## src/verilog/fp_misc_ctrl_pkg.sv

```systemverilog
package fp_misc_ctrl_pkg;

    ////////////////////////////////////////
    // Operation tag

    // Width of the id carried with each operation
    localparam int ID_W = 3;

    typedef logic [ID_W-1:0] id_t;

    ////////////////////////////////////////
    // Operation codes

    // Conversions first, then min/max, then sign injection
    typedef enum logic [2:0] {
        // Signed int to float
        OP_I2F_W  = 3'd0,
        // Unsigned int to float
        OP_I2F_WU = 3'd1,
        OP_FMIN   = 3'd2,
        OP_FMAX   = 3'd3,
        // Sign of b
        OP_SGNJ   = 3'd4,
        // Inverted sign of b
        OP_SGNJN  = 3'd5,
        // Sign of a xor sign of b
        OP_SGNJX  = 3'd6
    } fp_misc_op_t;

endpackage

```

## src/verilog/fp_format_pkg.sv

```systemverilog
package fp_format_pkg;

    ////////////////////////////////////////
    // Word types

    // Single-precision value, sign/exponent/mantissa
    typedef logic [31:0] fp_word_t;

    // Integer operand of a conversion
    typedef logic [31:0] int_word_t;

    // Exception flags NV DZ OF UF NX, NV on top
    typedef logic [4:0] fflags_t;

    // Rounding mode field as in the fcsr
    typedef logic [2:0] rm_t;

    ////////////////////////////////////////
    // Format constants
    localparam int EXP_BIAS = 127;
    localparam int MANT_W = 23;
    localparam int EXP_W = 8;

    // Quiet NaN with empty payload
    localparam fp_word_t CANON_NAN = 32'h7fc0_0000;

    // Flag positions inside fflags_t
    localparam int FLAG_NV = 4;
    localparam int FLAG_NX = 0;

    ////////////////////////////////////////
    // Rounding modes, RISC-V encoding
    localparam rm_t RM_RNE = 3'd0;
    localparam rm_t RM_RTZ = 3'd1;
    localparam rm_t RM_RDN = 3'd2;
    localparam rm_t RM_RUP = 3'd3;
    localparam rm_t RM_RMM = 3'd4;

endpackage
```

## src/verilog/fp_misc_unit.sv

```systemverilog
`timescale 1ns/100ps

module fp_misc_unit (
    input  logic                          clk,
    input  logic                          rst_n,

    // Issue port
    input  logic                          in_valid,
    output logic                          in_ready,
    input  fp_misc_ctrl_pkg::fp_misc_op_t in_op,
    input  fp_format_pkg::rm_t            in_rm,
    input  fp_misc_ctrl_pkg::id_t         in_id,
    input  fp_format_pkg::fp_word_t       in_a,
    input  fp_format_pkg::fp_word_t       in_b,

    // Write-back port
    output logic                          out_valid,
    input  logic                          out_ready,
    output fp_misc_ctrl_pkg::id_t         out_id,
    output fp_format_pkg::fp_word_t       out_result,
    output fp_format_pkg::fflags_t        out_flags
);

    // Stage 1 handshake and payload
    logic s1_valid;
    logic s1_ready;
    fp_misc_ctrl_pkg::fp_misc_op_t s1_op;
    fp_format_pkg::rm_t s1_rm;
    fp_misc_ctrl_pkg::id_t s1_id;
    fp_format_pkg::fp_word_t s1_a;
    fp_format_pkg::fp_word_t s1_b;

    // Function module results
    fp_format_pkg::fp_word_t i2f_result;
    fp_format_pkg::fflags_t i2f_flags;
    fp_format_pkg::fp_word_t cmp_result;
    fp_format_pkg::fflags_t cmp_flags;

    ////////////////////////////////////////
    // Issue register
    fp_misc_issue issue_inst (
        .clk      (clk),
        .rst_n    (rst_n),
        .in_valid (in_valid),
        .in_ready (in_ready),
        .in_op    (in_op),
        .in_rm    (in_rm),
        .in_id    (in_id),
        .in_a     (in_a),
        .in_b     (in_b),
        .s1_ready (s1_ready),
        .s1_valid (s1_valid),
        .s1_op    (s1_op),
        .s1_rm    (s1_rm),
        .s1_id    (s1_id),
        .s1_a     (s1_a),
        .s1_b     (s1_b)
    );

    ////////////////////////////////////////
    // Function modules, both combinational
    fp_i2f i2f_inst (
        .s1_op      (s1_op),
        .s1_rm      (s1_rm),
        .s1_a       (s1_a),
        .i2f_result (i2f_result),
        .i2f_flags  (i2f_flags)
    );

    fp_minmax_sgnj minmax_sgnj_inst (
        .s1_op      (s1_op),
        .s1_a       (s1_a),
        .s1_b       (s1_b),
        .cmp_result (cmp_result),
        .cmp_flags  (cmp_flags)
    );

    ////////////////////////////////////////
    // Write-back register
    fp_misc_wb wb_inst (
        .clk        (clk),
        .rst_n      (rst_n),
        .s1_valid   (s1_valid),
        .s1_ready   (s1_ready),
        .s1_op      (s1_op),
        .s1_id      (s1_id),
        .i2f_result (i2f_result),
        .cmp_result (cmp_result),
        .i2f_flags  (i2f_flags),
        .cmp_flags  (cmp_flags),
        .out_valid  (out_valid),
        .out_ready  (out_ready),
        .out_id     (out_id),
        .out_result (out_result),
        .out_flags  (out_flags)
    );

endmodule

```

## src/verilog/fp_misc_wb.sv

```systemverilog
`timescale 1ns/100ps

module fp_misc_wb (
    input  logic                          clk,
    input  logic                          rst_n,

    // Stage 1 results
    input  logic                          s1_valid,
    output logic                          s1_ready,
    input  fp_misc_ctrl_pkg::fp_misc_op_t s1_op,
    input  fp_misc_ctrl_pkg::id_t         s1_id,
    input  fp_format_pkg::fp_word_t       i2f_result,
    input  fp_format_pkg::fp_word_t       cmp_result,
    input  fp_format_pkg::fflags_t        i2f_flags,
    input  fp_format_pkg::fflags_t        cmp_flags,

    // Write-back port
    output logic                          out_valid,
    input  logic                          out_ready,
    output fp_misc_ctrl_pkg::id_t         out_id,
    output fp_format_pkg::fp_word_t       out_result,
    output fp_format_pkg::fflags_t        out_flags
);

    // Converter owns the two I2F codes
    logic is_i2f;

    ////////////////////////////////////////
    // Advance when empty or when the consumer takes it
    assign s1_ready = ~out_valid | out_ready;

    assign is_i2f = (s1_op == fp_misc_ctrl_pkg::OP_I2F_W) ||
                    (s1_op == fp_misc_ctrl_pkg::OP_I2F_WU);

    always_ff @(posedge clk) begin
        if (!rst_n) begin
            out_valid <= 1'b0;
        end else if (s1_ready) begin
            out_valid <= s1_valid;
        end
    end

    // Result held stable while stalled
    always_ff @(posedge clk) begin
        if (s1_ready && s1_valid) begin
            out_id     <= s1_id;
            out_result <= is_i2f ? i2f_result : cmp_result;
            out_flags  <= is_i2f ? i2f_flags : cmp_flags;
        end
    end

endmodule

```

## src/verilog/fp_minmax_sgnj.sv

```systemverilog
`timescale 1ns/100ps

module fp_minmax_sgnj (
    input  fp_misc_ctrl_pkg::fp_misc_op_t s1_op,
    input  fp_format_pkg::fp_word_t       s1_a,
    input  fp_format_pkg::fp_word_t       s1_b,
    output fp_format_pkg::fp_word_t       cmp_result,
    output fp_format_pkg::fflags_t        cmp_flags
);

    // Operand classification
    logic a_sign;
    logic b_sign;
    logic a_nan;
    logic b_nan;
    logic a_snan;
    logic b_snan;

    // a strictly below b, -0 below +0
    logic a_lt_b;

    // Candidate results
    fp_format_pkg::fp_word_t minmax_val;
    fp_format_pkg::fp_word_t sgnj_val;
    logic new_sign;

    ////////////////////////////////////////
    // Classify
    assign a_sign = s1_a[31];
    assign b_sign = s1_b[31];

    // Exponent all ones with a nonzero mantissa
    assign a_nan = (&s1_a[30 -: fp_format_pkg::EXP_W]) & (|s1_a[fp_format_pkg::MANT_W-1:0]);
    assign b_nan = (&s1_b[30 -: fp_format_pkg::EXP_W]) & (|s1_b[fp_format_pkg::MANT_W-1:0]);

    // Signaling when the quiet bit is clear
    assign a_snan = a_nan & ~s1_a[fp_format_pkg::MANT_W-1];
    assign b_snan = b_nan & ~s1_b[fp_format_pkg::MANT_W-1];

    ////////////////////////////////////////
    // Sign-magnitude compare
    always_comb begin
        if (a_sign != b_sign) begin
            // Negative side is smaller, covers -0 vs +0
            a_lt_b = a_sign;
        end else if (a_sign) begin
            // Both negative, larger magnitude is smaller
            a_lt_b = s1_a[30:0] > s1_b[30:0];
        end else begin
            a_lt_b = s1_a[30:0] < s1_b[30:0];
        end
    end

    ////////////////////////////////////////
    // Min/max with NaN rules
    always_comb begin
        if (a_nan && b_nan) begin
            minmax_val = fp_format_pkg::CANON_NAN;
        end else if (a_nan) begin
            minmax_val = s1_b;
        end else if (b_nan) begin
            minmax_val = s1_a;
        end else if (s1_op == fp_misc_ctrl_pkg::OP_FMAX) begin
            minmax_val = a_lt_b ? s1_b : s1_a;
        end else begin
            minmax_val = a_lt_b ? s1_a : s1_b;
        end
    end

    ////////////////////////////////////////
    // Sign injection, magnitude of a untouched
    always_comb begin
        case (s1_op)
            fp_misc_ctrl_pkg::OP_SGNJN: new_sign = ~b_sign;
            fp_misc_ctrl_pkg::OP_SGNJX: new_sign = a_sign ^ b_sign;
            default: new_sign = b_sign;
        endcase
    end

    assign sgnj_val = {new_sign, s1_a[30:0]};

    ////////////////////////////////////////
    // Output select
    always_comb begin
        cmp_flags = '0;
        case (s1_op)
            fp_misc_ctrl_pkg::OP_FMIN,
            fp_misc_ctrl_pkg::OP_FMAX: begin
                cmp_result = minmax_val;
                // Quiet NaNs raise nothing
                cmp_flags[fp_format_pkg::FLAG_NV] = a_snan | b_snan;
            end
            // Sign injection never raises a flag
            default: cmp_result = sgnj_val;
        endcase
    end

endmodule

```

## src/verilog/fp_i2f.sv

```systemverilog
`timescale 1ns/100ps

module fp_i2f (
    input  fp_misc_ctrl_pkg::fp_misc_op_t s1_op,
    input  fp_format_pkg::rm_t            s1_rm,
    input  fp_format_pkg::fp_word_t       s1_a,
    output fp_format_pkg::fp_word_t       i2f_result,
    output fp_format_pkg::fflags_t        i2f_flags
);

    // Signed source and sign of the result
    logic is_signed;
    logic sign;

    // Magnitude before and after normalization
    fp_format_pkg::int_word_t mag;
    fp_format_pkg::int_word_t norm;
    logic [5:0] lz;

    // Unrounded exponent and mantissa
    logic [fp_format_pkg::EXP_W-1:0] exp_biased;
    logic [fp_format_pkg::MANT_W-1:0] mant;

    // Bits shifted out below the mantissa
    logic guard;
    logic round_bit;
    logic sticky;
    logic inexact;
    logic round_up;

    // Exponent and mantissa after the increment
    logic [30:0] rounded;

    ////////////////////////////////////////
    // Leading zero count, 32 for zero
    function automatic logic [5:0] count_lz(input fp_format_pkg::int_word_t v);
        logic [5:0] n;
        logic found;
        n = 6'd32;
        found = 1'b0;
        for (int i = 31; i >= 0; i--) begin
            if (v[i] && !found) begin
                n = 6'(31 - i);
                found = 1'b1;
            end
        end
        return n;
    endfunction

    ////////////////////////////////////////
    // Magnitude

    // Only the W form treats bit 31 as sign
    assign is_signed = (s1_op == fp_misc_ctrl_pkg::OP_I2F_W);
    assign sign = is_signed & s1_a[31];
    // 0x80000000 negates to itself, still right as a magnitude
    assign mag = sign ? (~s1_a + 32'd1) : s1_a;

    ////////////////////////////////////////
    // Normalize

    assign lz = count_lz(mag);
    // Leading one lands in bit 31, the hidden bit
    assign norm = mag << lz;
    assign mant = norm[30 -: fp_format_pkg::MANT_W];
    // Value is 2^(31-lz) times 1.mant
    assign exp_biased = 8'(fp_format_pkg::EXP_BIAS + 31) - {2'b00, lz};

    // Guard, round and sticky from the eight dropped bits
    assign guard = norm[30 - fp_format_pkg::MANT_W];
    assign round_bit = norm[29 - fp_format_pkg::MANT_W];
    assign sticky = |norm[28 - fp_format_pkg::MANT_W:0];
    assign inexact = guard | round_bit | sticky;

    ////////////////////////////////////////
    // Rounding decision
    always_comb begin
        case (s1_rm)
            fp_format_pkg::RM_RTZ: round_up = 1'b0;
            // Toward -inf grows negative magnitudes
            fp_format_pkg::RM_RDN: round_up = sign & inexact;
            fp_format_pkg::RM_RUP: round_up = ~sign & inexact;
            // Ties away from zero
            fp_format_pkg::RM_RMM: round_up = guard;
            // RNE, also for the reserved codes 5 to 7
            default: round_up = guard & (round_bit | sticky | mant[0]);
        endcase
    end

    // Mantissa carry ripples into the exponent
    assign rounded = {exp_biased, mant} + {30'd0, round_up};

    ////////////////////////////////////////
    // Result and flags

    // Zero has no leading one, forced to +0
    assign i2f_result = (mag == '0) ? '0 : {sign, rounded};

    always_comb begin
        i2f_flags = '0;
        // Inexact is the only possible exception
        i2f_flags[fp_format_pkg::FLAG_NX] = inexact;
    end

endmodule

```

## src/verilog/fp_misc_issue.sv

```systemverilog
`timescale 1ns/100ps

module fp_misc_issue (
    input  logic                          clk,
    input  logic                          rst_n,

    // Issue port
    input  logic                          in_valid,
    output logic                          in_ready,
    input  fp_misc_ctrl_pkg::fp_misc_op_t in_op,
    input  fp_format_pkg::rm_t            in_rm,
    input  fp_misc_ctrl_pkg::id_t         in_id,
    input  fp_format_pkg::fp_word_t       in_a,
    input  fp_format_pkg::fp_word_t       in_b,

    // Stage 1 towards the function modules
    input  logic                          s1_ready,
    output logic                          s1_valid,
    output fp_misc_ctrl_pkg::fp_misc_op_t s1_op,
    output fp_format_pkg::rm_t            s1_rm,
    output fp_misc_ctrl_pkg::id_t         s1_id,
    output fp_format_pkg::fp_word_t       s1_a,
    output fp_format_pkg::fp_word_t       s1_b
);

    // Transfer on the issue port
    logic take;

    ////////////////////////////////////////
    // Handshake

    // Room when empty or when stage 1 is drained this cycle
    assign in_ready = ~s1_valid | s1_ready;
    assign take = in_valid & in_ready;

    ////////////////////////////////////////
    // Valid bit
    always_ff @(posedge clk) begin
        if (!rst_n) begin
            s1_valid <= 1'b0;
        end else if (in_ready) begin
            // Refill or go empty
            s1_valid <= in_valid;
        end
    end

    ////////////////////////////////////////
    // Operation and operands
    always_ff @(posedge clk) begin
        if (take) begin
            s1_op <= in_op;
            s1_rm <= in_rm;
            s1_id <= in_id;
            // Integer source for conversions
            s1_a  <= in_a;
            s1_b  <= in_b;
        end
    end

endmodule

```

## config.mk

```make
export PLATFORM = sky130hd
export DESIGN_NAME = fp_misc_unit
export DESIGN_NICKNAME = d
export VERILOG_FILES = /design/src/verilog/fp_misc_ctrl_pkg.sv /design/src/verilog/fp_format_pkg.sv /design/src/verilog/fp_misc_unit.sv /design/src/verilog/fp_misc_wb.sv /design/src/verilog/fp_minmax_sgnj.sv /design/src/verilog/fp_i2f.sv /design/src/verilog/fp_misc_issue.sv
export SDC_FILE = /design/constraint.sdc
export NUM_CORES = 1
export LEC_CHECK = 0
export ABC_AREA = 1
export ABC_CLOCK_PERIOD_IN_PS = 5700
export BUFFER_PORTS_ARGS = -buffer_cell sky130_fd_sc_hd__buf_2
export CAP_MARGIN = 20
export CORE_UTILIZATION = 55
export CTS_CLUSTER_SIZE = 20
export DETAILED_ROUTE_END_ITERATION = 8
export PLACE_DENSITY = 0.76
export SETUP_SLACK_MARGIN = 0.02
export SLEW_MARGIN = 20
export SYNTH_ARGS = -nofsm -noshare
export SYNTH_HDL_FRONTEND = slang
export SYNTH_SLANG_ARGS = --single-unit
```

## constraint.sdc

```tcl
create_clock -name clk -period 5.7 [get_ports clk]
set_clock_uncertainty 0.05 [all_clocks]
set_input_delay 1.14 -clock clk [delete_from_list [all_inputs] [get_ports clk]]
set_output_delay 1.14 -clock clk [all_outputs]
set_load 0.02 [all_outputs]
```

==> run_results.csv <==
group,metric,value,unit
status,status,"completed",
finish,fin_nets,1632,
clocking,root_buffer,"clkbuf_16",
power_and_ir_drop,p_int,0.00158,W
floorplan,die-height,136,µm
clocking,clkTransAtPathRegs,0.09,ns
floorplan,die_w,136,µm
yosys,syn_avg_cell_area,7.17,µm²
power_and_ir_drop,ir_drop,210,µV
floorplan,dieArea,18400,µm²
sta,relSlewSlack,27.0,%
yosys,ys_ff_latch,112,
clocking,clockBufferDepth,2,
yosys,synth_edf_count,110,
detailed_routing,wl,33500,µm
job,cap_violations,0,
min_path,hold_start,"issue_inst.s1_id[2]",
clocking,cts_tree,"done",
placed_design,place_ws,0.0806,ns
worst_setup_path,slowest_stage,"edfxtp_1",
placed_design,io_buffers,115,
clocking,clk_latency,0.37,ns
detailed_routing,wire_per_inst,19.2,µm
worst_setup_path,endpoint_kind,"register",
sta,setup_ws,0.194,ns
global_routing,grt_pass1_vias,9214,
yosys,synthesis.area,9830,µm²
power_and_ir_drop,power_frac_clock,24.3,%
detailed_routing,drt_iter0_drc,1284,
power_and_ir_drop,switching_power,0.000986,W
placed_design,dp_cells,1713,
global_routing,grt_pass1_wl,50200,µm
finish,finalNonFillerCells,1747,
power_and_ir_drop,power_density,224,nW/µm²
floorplan,start_util,56.7,%
detailed_routing,first_pass_iters,6,
power_and_ir_drop,switching_share,38.4,%
placed_design,dp_hpwl,26300,µm
finish,area_delta_synth_final,16.4,%
worst_setup_path,path_max_fanout,6,
global_routing,grt_usage,36.3,%
power_and_ir_drop,p_leak,5.28,nW
sta,worst_slew_pin_slew,1.09,ns
yosys,synth_cell_types,59,
worst_setup_path,critPathLaunchType,"register",
worst_setup_path,path_class,"reg2reg",
placed_design,finalWeightedCongestion,1.02,
sta,final-max-slew-violation-count,0,
clocking,cts_buffers,9,
worst_setup_path,reg2reg_from,"issue_inst.s1_a[0]",
worst_setup_path,startpoint,"issue_inst.s1_a[0]",
floorplan,ios,119,
detailed_routing,drc,0,
global_routing,antenna_found_initial,0,
detailed_routing,vias,10400,
power_and_ir_drop,pwr-share-comb,36.3,%
sta,period_share,96.6,%
finish,drive_gt1_share,21.5,%
power_and_ir_drop,seq_power_share,39.4,%
global_routing,gr-total-overflow,0,
clocking,h-tree-depth,3,
sta,finalSetupViolCount,0,
worst_setup_path,cp.required,5.75,ns
yosys,ys_seq_area_share,34.0,%
sta,finalHoldViolations,0,
worst_setup_path,cp.arrival,5.56,ns
yosys,ys.flop_type,"edfxtp_1",
yosys,async_reset_ff_share,0,%
floorplan,core,17400,µm²
min_path,hold_class,"reg2reg",
global_routing,grt_max_degree,47,
finish,antenna_cells,0,
detailed_routing,ant_nets,0,
sta,fmax,182,MHz
yosys,syn-instance-count,1372,
floorplan,rows,48,
sta,fin_crit,5.51,ns
detailed_routing,viasPerCell,5.94,
yosys,ys_warn_count,0,
clocking,clock_sinks,112,
worst_setup_path,critical-path-max-stage-delay,0.51,ns
worst_setup_path,crit_top_cell,"nand2_2",
## worst paths after layout
| path | endpoint | slack, ns | depth (start not counted) |
|---|---|---|---|
| min | wb_inst.out_id[2] | 0.38 | 0 |
| max | wb_inst.out_result[16] | 0.19 | 37 |
| max reg2reg | wb_inst.out_result[16] | 0.19 | 37 |
| min reg2reg | wb_inst.out_id[2] | 0.38 | 0 |
## state kept, by name, summed over array words and instances, names as in the netlist
signal	count
issue_inst.s1_a	32
issue_inst.s1_b	32
wb_inst.out_result	32
issue_inst.s1_id	3
issue_inst.s1_op	3
issue_inst.s1_rm	3
wb_inst.out_id	3
wb_inst.out_flags	2
issue_inst.s1_valid	1
wb_inst.out_valid	1
## stage by stage
stage | instance area (µm²) | utilization [%] | total power (W) | setup TNS, ns | hold slack, ns
floorplan | 9840 | - | 0.00162 | 0 | 0.350
global placement | 10800 | 62.1 | 0.00190 | 0 | 0.351
detailed placement | 10800 | 62.1 | 0.00190 | 0 | 0.365
CTS | 11100 | 63.8 | 0.00251 | 0 | 0.379
global route | 11400 | 66.0 | 0.00269 | -0.721 | 0.379
finish | 11400 | 66.0 | 0.00257 | 0 | 0.379
## cells by family after synthesis
family                     after synthesis  share of synthesized area [%]
and+or+nand+nor                        806                           38.8
buffers and inverters                  214                           9.35
AOI/OAI and AO/OA                      174                           10.4
DFF                                    112                           34.0
adders and majority gates               39                           4.94
xor gates and xnor gates                26                           2.47
other                                    1                         0.0381
## cell usage in the layout, fill, tap and decap left out, types with 4 or more instances in the layout
cell | synthesis | layout
a21oi_1 | 31 | 29
a32o_1 | 4 | 4
buf_2 | 14 | 116
buf_4 | 5 | 59
clkbuf_16 | 0 | 9
edfxtp_1 | 110 | 110
ha_1 | 38 | 37
inv_1 | 150 | 144
inv_2 | 13 | 15
inv_4 | 1 | 4
nand2_1 | 335 | 331
nand2_2 | 22 | 21
nand2_4 | 4 | 8
nand3_1 | 218 | 207
nand3_2 | 2 | 13
nand4_1 | 49 | 49
nand4_2 | 6 | 6
nor2_1 | 115 | 99
nor2_2 | 14 | 26
nor2_4 | 11 | 15
nor3_1 | 7 | 7
nor4_1 | 8 | 8
o211ai_1 | 21 | 21
o21ai_0 | 74 | 73
o21ai_1 | 18 | 18
o21ai_2 | 4 | 5
o221ai_1 | 4 | 4
xor2_1 | 22 | 21
## per-layer routing
| metal | vias up | routed length, µm | global-route usage [%] |
|---|---|---|---|
| met5 | - | 0 | 0 |
| met4 | 0 | 1640 | 18.5 |
| met3 | 92 | 2760 | 5.09 |
| met2 | 597 | 15400 | 56.7 |
| met1 | 4725 | 13700 | 49.1 |
| li1 | 4969 | - | - |
## power by group through the flow
stage                     sequential [W]  clock (W)  combinational [W]
after global routing             0.00102   0.000655            0.00102
after detailed placement         0.00103          0           0.000867
final                            0.00101   0.000624           0.000932
after floorplan                  0.00104          0           0.000577
after CTS                        0.00101   0.000631           0.000871
after global placement           0.00103          0           0.000872
## worst max-delay path, delay by kind of cell (launching register included)
family          cells  cell delay [ns]
fa+ha+maj           1             0.14
buf+inv             5             0.68
flops               1             0.51
simple gates       28             3.44
compound gates      3             0.41
## layout make-up
class | instances | area (µm²)
fillers | 1533 | 5910
multi-input cells | 1049 | 5820
flip-flops and latches | 112 | 3340
repair buffers | 178 | 1070
inverters | 167 | 642
well taps | 225 | 282
clock buffers | 10 | 239
clock inverters | 6 | 53.8
## repair_timing
| item | CTS | global route |
|---|---|---|
| hold buffers | 0 | 0 |
| resized for setup | 0 | 62 |
| setup buffers | 0 | 17 |
| setup endpoints to repair | 0 | 27 |
## cell usage after synthesis (all sizes together), types with 8 or more instances
| master | count | area share [%] |
|---|---|---|
| a21oi | 31 | 1.6 |
| buf | 29 | 2.3 |
| clkbuf | 18 | 0.69 |
| edfxtp | 110 | 34 |
| ha | 38 | 4.8 |
| inv | 164 | 6.3 |
| nand2 | 361 | 15 |
| nand3 | 222 | 12 |
| nand4 | 55 | 3.9 |
| nor2 | 142 | 6.9 |
| nor4 | 8 | 0.51 |
| o211ai | 21 | 1.6 |
| o21ai | 96 | 5.0 |
| xor2 | 24 | 2.3 |
(Power assumes the default switching activity.)
